$ cat config.mk
export PLATFORM = sky130hd
export DESIGN_NAME = lfb_addr_entry
export DESIGN_NICKNAME = d
export VERILOG_FILES = /design/src/rtl/lfb_pfu_pkg.sv /design/src/rtl/lfb_addr_pkg.sv /design/src/rtl/lfb_addr_entry.sv /design/src/rtl/lfb_entry_index_match.sv /design/src/rtl/lfb_entry_refill_ctrl.sv /design/src/rtl/lfb_entry_capture.sv
export SDC_FILE = /design/constraint.sdc
export NUM_CORES = 1
export LEC_CHECK = 0
export BUFFER_PORTS_ARGS = -buffer_cell sky130_fd_sc_hd__buf_2
export CAP_MARGIN = 10
export CORE_MARGIN = 2
export CORE_UTILIZATION = 39
export DETAILED_ROUTE_END_ITERATION = 10
export PLACE_DENSITY = 0.89
export SETUP_SLACK_MARGIN = 0.4
export SYNTH_ARGS = -nofsm -noshare
export SYNTH_HDL_FRONTEND = slang
export SYNTH_SLANG_ARGS = --single-unit
$ cat constraint.sdc
create_clock -name lfb_addr_entry_clk -period 2.15 [get_ports lfb_addr_entry_clk]
set_input_delay 0.43 -clock lfb_addr_entry_clk [delete_from_list [all_inputs] [get_ports lfb_addr_entry_clk]]
set_output_delay 0.43 -clock lfb_addr_entry_clk [all_outputs]
set_load 0.02 [all_outputs]
$ cat src/rtl/lfb_pfu_pkg.sv
/*
  Prefetch unit types seen by a line-fill buffer entry.
  Covers the stream id captured at create and the one-hot hit and miss reply.
*/

package lfb_pfu_pkg;

  //==================================================
  // prefetch streams
  //==================================================
  localparam int pfu_streams = 9;

  // ids at or above pfu_streams map to no reply bit
  typedef logic [3:0] pfu_id_t;

  // one bit per stream
  typedef logic [pfu_streams-1:0] pfu_vec_t;

endpackage

$ cat src/rtl/lfb_addr_pkg.sv
/*
  Physical address widths and vector types for one line-fill buffer address entry.
  Used by the create capture, the index compare and the entry top.
*/

package lfb_addr_pkg;

  //==================================================
  // address widths
  //==================================================
  localparam int pa_width = 40;

  // lowest set-index bit inside a line address
  localparam int line_idx_lsb = 2;

  // lowest set-index bit inside a full physical address
  localparam int pa_idx_lsb = 6;

  //==================================================
  // vector types
  //==================================================
  typedef logic [pa_width-1:0] pa_t;

  // address bits 39 down to 4 of a 16-byte line
  typedef logic [pa_width-5:0] line_addr_t;

  // dcache set index
  typedef logic [7:0] cache_idx_t;

endpackage
$ cat src/rtl/lfb_addr_entry.sv
/*
  One address entry of the dcache line-fill buffer.
  Joins create capture, refill control and index compare into one entry.
*/

`timescale 1ns/1ps

module lfb_addr_entry (
  input  logic                     lfb_addr_entry_clk,
  input  logic                     cpurst_b,
  input  logic                     rb_create,
  input  logic                     pfu_create,
  input  logic                     lf_sm_pop_req,
  input  logic                     data_pop_req,
  input  lfb_addr_pkg::line_addr_t rb_line_addr,
  input  logic                     rb_atomic,
  input  logic                     rb_depd,
  input  lfb_addr_pkg::pa_t        pfu_req_addr,
  input  lfb_pfu_pkg::pfu_id_t     pfu_lfb_id,
  input  logic                     dcache_en,
  input  logic                     vb_pe_req_busy,
  input  logic                     vb_pe_req_permit,
  input  logic                     vb_pe_req_grnt,
  input  logic                     rcl_done_in,
  input  logic                     vb_dcache_way,
  input  logic                     vb_dcache_hit,
  input  logic                     lm_already_snoop,
  input  logic                     resp_set,
  input  lfb_addr_pkg::cache_idx_t ld_da_idx,
  input  lfb_addr_pkg::pa_t        st_da_addr,
  input  logic                     ld_da_discard_grnt,
  output logic                     vld,
  output lfb_addr_pkg::line_addr_t line_addr,
  output logic                     depd,
  output logic                     rcl_done,
  output logic                     refill_way,
  output logic                     dcache_hit,
  output logic                     not_resp,
  output logic                     vb_pe_req,
  output logic                     pop_vld,
  output logic                     discard_vld,
  output lfb_pfu_pkg::pfu_vec_t    pfu_dcache_hit,
  output lfb_pfu_pkg::pfu_vec_t    pfu_dcache_miss,
  output logic                     linefill_permit,
  output logic                     linefill_abort,
  output logic                     ld_da_hit_idx,
  output logic                     st_da_hit_idx
);

  logic                 create;
  logic                 rb_create_q;
  logic                 pfu_created;
  logic                 atomic;
  lfb_pfu_pkg::pfu_id_t pfu_id;

  //==================================================
  // create capture
  //==================================================
  lfb_entry_capture u_capture (
    .lfb_addr_entry_clk (lfb_addr_entry_clk),
    .cpurst_b           (cpurst_b),
    .rb_create          (rb_create),
    .pfu_create         (pfu_create),
    .lf_sm_pop_req      (lf_sm_pop_req),
    .data_pop_req       (data_pop_req),
    .rb_line_addr       (rb_line_addr),
    .rb_atomic          (rb_atomic),
    .pfu_req_addr       (pfu_req_addr),
    .pfu_lfb_id         (pfu_lfb_id),
    .vld                (vld),
    .create             (create),
    .rb_create_q        (rb_create_q),
    .pfu_created        (pfu_created),
    .atomic             (atomic),
    .pop_vld            (pop_vld),
    .pfu_id             (pfu_id),
    .line_addr          (line_addr)
  );

  //==================================================
  // refill control
  //==================================================
  lfb_entry_refill_ctrl u_refill_ctrl (
    .lfb_addr_entry_clk (lfb_addr_entry_clk),
    .cpurst_b           (cpurst_b),
    .vld                (vld),
    .create             (create),
    .pfu_created        (pfu_created),
    .atomic             (atomic),
    .pfu_id             (pfu_id),
    .dcache_en          (dcache_en),
    .vb_pe_req_busy     (vb_pe_req_busy),
    .vb_pe_req_permit   (vb_pe_req_permit),
    .vb_pe_req_grnt     (vb_pe_req_grnt),
    .rcl_done_in        (rcl_done_in),
    .vb_dcache_way      (vb_dcache_way),
    .vb_dcache_hit      (vb_dcache_hit),
    .lm_already_snoop   (lm_already_snoop),
    .resp_set           (resp_set),
    .vb_pe_req          (vb_pe_req),
    .rcl_done           (rcl_done),
    .refill_way         (refill_way),
    .dcache_hit         (dcache_hit),
    .linefill_permit    (linefill_permit),
    .linefill_abort     (linefill_abort),
    .not_resp           (not_resp),
    .pfu_dcache_hit     (pfu_dcache_hit),
    .pfu_dcache_miss    (pfu_dcache_miss)
  );

  //==================================================
  // index compare
  //==================================================
  // prefetch create pulse straight from the port
  lfb_entry_index_match u_index_match (
    .lfb_addr_entry_clk (lfb_addr_entry_clk),
    .cpurst_b           (cpurst_b),
    .vld                (vld),
    .line_addr          (line_addr),
    .pfu_create         (pfu_create),
    .rb_create          (rb_create_q),
    .rb_depd            (rb_depd),
    .ld_da_idx          (ld_da_idx),
    .st_da_addr         (st_da_addr),
    .ld_da_discard_grnt (ld_da_discard_grnt),
    .ld_da_hit_idx      (ld_da_hit_idx),
    .st_da_hit_idx      (st_da_hit_idx),
    .discard_vld        (discard_vld),
    .depd               (depd)
  );

endmodule

$ cat src/rtl/lfb_entry_index_match.sv
/*
  Output side of the line-fill buffer address entry.
  Compares the entry's set index with the load and store data-access stages
  and keeps the dependency flag raised by a discard grant on a load hit.
*/

`timescale 1ns/1ps

module lfb_entry_index_match (
  input  logic                     lfb_addr_entry_clk,
  input  logic                     cpurst_b,
  input  logic                     vld,
  input  lfb_addr_pkg::line_addr_t line_addr,
  input  logic                     pfu_create,
  input  logic                     rb_create,
  input  logic                     rb_depd,
  input  lfb_addr_pkg::cache_idx_t ld_da_idx,
  input  lfb_addr_pkg::pa_t        st_da_addr,
  input  logic                     ld_da_discard_grnt,
  output logic                     ld_da_hit_idx,
  output logic                     st_da_hit_idx,
  output logic                     discard_vld,
  output logic                     depd
);

  lfb_addr_pkg::cache_idx_t entry_idx;
  lfb_addr_pkg::cache_idx_t st_idx;

  //==================================================
  // index compare
  //==================================================
  assign entry_idx = line_addr[lfb_addr_pkg::line_idx_lsb +: $bits(lfb_addr_pkg::cache_idx_t)];
  assign st_idx    = st_da_addr[lfb_addr_pkg::pa_idx_lsb +: $bits(lfb_addr_pkg::cache_idx_t)];

  assign ld_da_hit_idx = vld & (entry_idx == ld_da_idx);
  assign st_da_hit_idx = vld & (entry_idx == st_idx);

  // load dropped on our index
  assign discard_vld = ld_da_hit_idx & ld_da_discard_grnt;

  //==================================================
  // dependency flag
  //==================================================
  always_ff @(posedge lfb_addr_entry_clk or negedge cpurst_b)
  begin
    if (!cpurst_b)
      depd <= 1'b0;
    else if (rb_create)
      depd <= rb_depd;
    else if (pfu_create)
      depd <= 1'b0;
    else if (discard_vld)
      depd <= 1'b1;
  end

endmodule

$ cat src/rtl/lfb_entry_refill_ctrl.sv
/*
  Refill control of the line-fill buffer address entry.
  Requests a victim slot, records the recall result, decides linefill permit
  or abort, tracks the bus response and sends the one-shot prefetch reply.
*/

`timescale 1ns/1ps

module lfb_entry_refill_ctrl (
  input  logic                  lfb_addr_entry_clk,
  input  logic                  cpurst_b,
  input  logic                  vld,
  input  logic                  create,
  input  logic                  pfu_created,
  input  logic                  atomic,
  input  lfb_pfu_pkg::pfu_id_t  pfu_id,
  input  logic                  dcache_en,
  input  logic                  vb_pe_req_busy,
  input  logic                  vb_pe_req_permit,
  input  logic                  vb_pe_req_grnt,
  input  logic                  rcl_done_in,
  input  logic                  vb_dcache_way,
  input  logic                  vb_dcache_hit,
  input  logic                  lm_already_snoop,
  input  logic                  resp_set,
  output logic                  vb_pe_req,
  output logic                  rcl_done,
  output logic                  refill_way,
  output logic                  dcache_hit,
  output logic                  linefill_permit,
  output logic                  linefill_abort,
  output logic                  not_resp,
  output lfb_pfu_pkg::pfu_vec_t pfu_dcache_hit,
  output lfb_pfu_pkg::pfu_vec_t pfu_dcache_miss
);

  logic                  vb_slot_done;
  logic                  vb_slot_set;
  logic                  already_reply;
  logic                  resp;
  logic                  atomic_abort;
  logic                  reply_vld;
  lfb_pfu_pkg::pfu_vec_t pfu_id_oh;

  //==================================================
  // victim buffer request
  //==================================================
  assign vb_pe_req = vld & ~vb_slot_done;

  // slot given at once when nobody else asks, or by a grant later
  assign vb_slot_set = (create & vb_pe_req_permit & ~vb_pe_req_busy)
                     | (vb_pe_req & vb_pe_req_grnt);

  always_ff @(posedge lfb_addr_entry_clk or negedge cpurst_b)
  begin
    if (!cpurst_b)
      vb_slot_done <= 1'b0;
    else if (vb_slot_set)
      vb_slot_done <= 1'b1;
    else if (create)
      vb_slot_done <= ~dcache_en;
  end

  //==================================================
  // recall result and response
  //==================================================
  // dcache off skips the recall entirely
  always_ff @(posedge lfb_addr_entry_clk or negedge cpurst_b)
  begin
    if (!cpurst_b)
    begin
      rcl_done   <= 1'b0;
      refill_way <= 1'b0;
      dcache_hit <= 1'b0;
    end
    else if (create)
    begin
      rcl_done   <= ~dcache_en;
      refill_way <= 1'b0;
      dcache_hit <= 1'b0;
    end
    else if (rcl_done_in)
    begin
      rcl_done   <= 1'b1;
      refill_way <= vb_dcache_way;
      dcache_hit <= vb_dcache_hit;
    end
  end

  always_ff @(posedge lfb_addr_entry_clk or negedge cpurst_b)
  begin
    if (!cpurst_b)
    begin
      already_reply <= 1'b0;
      resp          <= 1'b0;
    end
    else if (create)
    begin
      already_reply <= 1'b0;
      resp          <= 1'b0;
    end
    else
    begin
      already_reply <= already_reply | rcl_done;
      resp          <= resp | resp_set;
    end
  end

  assign not_resp = vld & ~resp;

  //==================================================
  // linefill decision
  //==================================================
  assign atomic_abort    = dcache_hit & ~lm_already_snoop;
  assign linefill_permit = rcl_done & (~dcache_hit | (atomic & ~atomic_abort));
  assign linefill_abort  = rcl_done & dcache_hit & (pfu_created | (atomic & atomic_abort));

  //==================================================
  // prefetch reply
  //==================================================
  always_comb
  begin
    for (int i = 0; i < lfb_pfu_pkg::pfu_streams; i++)
      pfu_id_oh[i] = (pfu_id == lfb_pfu_pkg::pfu_id_t'(i));
  end

  // first cycle of rcl_done only
  assign reply_vld = vld & pfu_created & rcl_done & ~already_reply;

  assign pfu_dcache_hit  = {lfb_pfu_pkg::pfu_streams{reply_vld & dcache_hit}} & pfu_id_oh;
  assign pfu_dcache_miss = {lfb_pfu_pkg::pfu_streams{reply_vld & ~dcache_hit}} & pfu_id_oh;

endmodule

$ cat src/rtl/lfb_entry_capture.sv
/*
  Input side of the line-fill buffer address entry.
  Holds the valid flag and loads the line address, source, atomic flag and
  prefetch id when the read buffer or the prefetch unit creates the entry.
*/

`timescale 1ns/1ps

module lfb_entry_capture (
  input  logic                     lfb_addr_entry_clk,
  input  logic                     cpurst_b,
  input  logic                     rb_create,
  input  logic                     pfu_create,
  input  logic                     lf_sm_pop_req,
  input  logic                     data_pop_req,
  input  lfb_addr_pkg::line_addr_t rb_line_addr,
  input  logic                     rb_atomic,
  input  lfb_addr_pkg::pa_t        pfu_req_addr,
  input  lfb_pfu_pkg::pfu_id_t     pfu_lfb_id,
  output logic                     vld,
  output logic                     create,
  output logic                     rb_create_q,
  output logic                     pfu_created,
  output logic                     atomic,
  output logic                     pop_vld,
  output lfb_pfu_pkg::pfu_id_t     pfu_id,
  output lfb_addr_pkg::line_addr_t line_addr
);

  //==================================================
  // create and pop decode
  //==================================================
  assign create      = rb_create | pfu_create;
  assign rb_create_q = rb_create;
  assign pop_vld     = lf_sm_pop_req | data_pop_req;

  // pop has priority over a create in the same cycle
  always_ff @(posedge lfb_addr_entry_clk or negedge cpurst_b)
  begin
    if (!cpurst_b)
      vld <= 1'b0;
    else if (pop_vld)
      vld <= 1'b0;
    else if (create)
      vld <= 1'b1;
  end

  //==================================================
  // create-time fields
  //==================================================
  // read buffer wins the source and atomic flag
  always_ff @(posedge lfb_addr_entry_clk or negedge cpurst_b)
  begin
    if (!cpurst_b)
    begin
      pfu_created <= 1'b0;
      atomic      <= 1'b0;
    end
    else if (rb_create)
    begin
      pfu_created <= 1'b0;
      atomic      <= rb_atomic;
    end
    else if (pfu_create)
    begin
      pfu_created <= 1'b1;
      atomic      <= 1'b0;
    end
  end

  // line address and stream id
  always_ff @(posedge lfb_addr_entry_clk or negedge cpurst_b)
  begin
    if (!cpurst_b)
    begin
      line_addr <= '0;
      pfu_id    <= '0;
    end
    else if (rb_create)
    begin
      line_addr <= rb_line_addr;
      pfu_id    <= '0;
    end
    else if (pfu_create)
    begin
      line_addr <= pfu_req_addr[lfb_addr_pkg::pa_width-1:4];
      pfu_id    <= pfu_lfb_id;
    end
  end

endmodule

==> summary.md <==
| Metric | Value |
|---|---|
| Worst r2r path cells | `6` |
| Final routed DRC violation total | `0` |
| Fin. Hold Viols | `0` |
| Sink Count | `50` |
| Area Growth Syn to Fin | `59.8%` |
| Pins over their slew limit | `0` |
| Cell count after synthesis | `273` |
| TNS Setup | `-2.11 ns` |
| Placed Cells | `520` |
| Num CTS Buffers | `5` |
| Fmax | `423 MHz` |
| CTS tree | `done` |
| I/O pins | `213` |
| XOR/XNOR Fraction of Synth Area | `about 5.4%` |
| Worst slack, placed | `0.119 ns` |
| Largest net degree at the start of global routing | `41` |
| Synth Flop Type | `dfrtp_1` |
| Worst EP required | `1.72 ns` |
| Die area | `7290 um^2` |
| Post-synth ARST share | `100%` |
| Crit path DAT | `1.93 ns` |
| Main combinational cell family by area after synthesis | `simple AND/OR/NAND/NOR gates` |
| Logic pwr share | `between 20% and 30%` |
| Regs by FF count | `u_capture.line_addr (36), u_capture.pfu_id (4)` |
| Initial Utilization | `40.4%` |
| Hold WC Path Type | `in -> async` |
| Storage cell area | `around 1300 um^2` |
| Max reg flops | `36` |
| Seq cells post-synth | `50` |
| P_sw | `between 700 and 800 uW` |
| Fin cells | `between 500 and 600` |
| Multi-input logic area | `1480 um^2` |
| Status | `finished with violations` |
| Mapped Area | `2580 um^2` |
| Final total power | `between 2000 and 2500 uW` |
| Filler Cell Count | `503` |
| Clk Latency, worst-skew pair | `0.30 ns` |
| Leading cell type in the layout, fill and taps excluded | `buf_2` |
| Part of the power in registers | `47.6%` |
| Antenna Diode Count | `0` |
| Total Wirelength | `~8400 um` |
| P_int | `1560 uW` |
| WL/cell | `approximately 16 um` |
| First DRT Iteration DRCs | `94` |
| Post-layout net count | `~610` |
| Clock Path Buffers | `2` |
| MaxCap Viol Count | `0` |
| GR Util All Layers | `21.5%` |
| Sw Ratio | `a little under a third` |
| Critical setup path kind | `reg -> out` |
| Sequential share of the synthesized area | `roughly 48%` |
| DR vias | `2708` |
| Simple-gate share of the synthesized area | `17.5%` |
| Number of routed nets with antenna violations | `0` |
| Post-CTS Hold Buffers | `0` |
| Crit path max fanout | `4` |
| LEAKAGE | `between 0.002 and 0.0025 uW` |
| Final WS setup | `-0.212 ns` |
| Clock Power Share | `25.5%` |
| Post-Synth Adder-Cell Area | `0%` |
| Synth cell types | `29` |
| Nature of the critical path endpoint | `primary output` |
| Top reg by flops | `u_capture.line_addr` |
| VDD IR max | `318 uV` |
| Design Area, Final | `4130 um^2` |
| RSZ-0062 raised after global routing | `true` |
| Worst slew pin tran | `0.538 ns` |
| Power Density | `550 nW/um^2` |
| Post-Syn Nets | `419` |
| Compound-Gate Fraction of Synth Area | `9.25%` |
| Failing checks | `negative setup slack` |
| Number of flops mapped to enable cells by yosys | `0` |
| Post-synthesis mux area share | `16.3%` |
| Die width | `85.4 um` |
| CTS Root Cell | `clkbuf_8` |
| Max Clock Skew | `0.00817 ns` |
| Most frequent cells in the layout | `buf_2, dfrtp_1, mux2i_1` |
| Final period util | `110%` |
| Vias in the first global route | `2713` |
| Share of layout cells above drive strength 1 | `between 50% and 60%` |
| Minimum clock period | `2.36 ns` |
| Routability congestion estimate | `0.804` |
| Mean Syn Cell Area | `9.46 um^2` |
| # rows | `29` |
| HPWL Detailed | `5970 um` |
| GR Overflow Total | `0` |
| Initial antenna violation count | `0` |
| Htree depth | `2` |
| Syn. warnings | `0` |
| Startpoint types | `register` |
| Setup violators final | `16` |
| Chip height | `roughly 85 um` |
| First-pass GRT wire length | `12500 um` |
| DRT Pass-1 Iters | `5` |
| Clk pin slew, worst setup/hold paths | `0.10 ns` |
| Core Area | `~6400 um^2` |
| Rel. slew slack | `64.0%` |
| Vias/cell | `5.03` |
| DP Area | `3670 um^2` |
| IO buf count | `176` |
## Yosys cell counts (2+ instances only)
cell type  instances  area share, %
o21ai_0           36            7.0
dfrtp_1           50             48
a21oi_1            3           0.58
nor2b_1            2           0.48
or2_2              3           0.73
nand2_1           43            6.2
inv_1              3           0.44
nand3_1            2           0.39
a22o_1             2           0.68
nand2b_1           4           0.97
xnor2_1           13            4.4
buf_2              4           0.78
clkbuf_1          13            1.9
xor2_1             3            1.0
mux2i_1           42             16
nor2_1            31            4.5
nor3_1             7            1.4
## layout make-up
class	count	area share, %
clock buffers	6	2.00
clock inverters	2	0.424
inverters	3	0.273
multi-input cells	203	35.9
flip-flops and latches	50	30.5
well taps	77	2.33
repair buffers	197	28.6
## through the flow
step | util, % | hold slack [ns]
6_report | 64.6 | 0.0836
5_1_grt | 64.6 | 0.108
4_1_cts | 62.3 | 0.0907
3_5_place_dp | 57.5 | 0.432
3_3_place_gp | 57.5 | 0.417
2_1_floorplan | - | 0.134
## power groups by stage
stage	logic [uW]	registers (uW)	clock network [uW]
2_1_floorplan	215	1180	0
3_3_place_gp	544	1090	0
3_5_place_dp	564	1090	0
4_1_cts	584	1080	603
5_1_grt	666	1090	635
6_report	610	1080	580
## layer usage
metal  up-vias  wire length [um]  track usage, %
li1       1297                 -               -
met2       133              4420            38.8
met4         0               199            6.35
met5         -                 0               0
met3        18               521            4.77
met1      1260              3250            25.5
## worst paths after layout
check / start / endpoint / slack (ns)
worst max-delay path: u_refill_ctrl.already_reply / pfu_dcache_hit[7] / -0.21
worst min-delay path: cpurst_b / u_capture.line_addr[24] / 0.08
worst max register to register: u_capture.line_addr[9] / u_index_match.depd / 0.67
worst min register to register: u_refill_ctrl.resp / u_refill_ctrl.resp / 0.50
max in group asynchronous: cpurst_b / u_capture.vld / 1.52
min in group lfb_addr_entry_clk: dcache_en / u_refill_ctrl.rcl_done / 0.32
## logic make-up (layout without fill, tap and decap cells)
family / count (synthesis) / in the layout
and+or+nand+nor: 101 / 101
DFF: 50 / 50
muxes: 42 / 42
AOI/OAI and AO/OA: 44 / 44
buffers and inverters: 20 / 208
xor gates and xnor gates: 16 / 16
## worst max-delay path, stage by stage (launching register included)
cell,delay (ns)
dfrtp_1,0.39
nand4b_1,0.23
or2_1,0.28
or3b_4,0.43
nor2_2,0.16
buf_6,0.14
## timing repair
| action | 4_1_cts | 5_1_grt |
|---|---|---|
| endpoints found under the hold margin | 0 | 0 |
| gates resized for setup | 44 | 27 |
| setup endpoints to repair | 21 | 21 |
| pin swaps | 12 | 9 |
| setup buffers | 8 | 2 |
No activity file was read; power rests on OpenSTA's default activity.
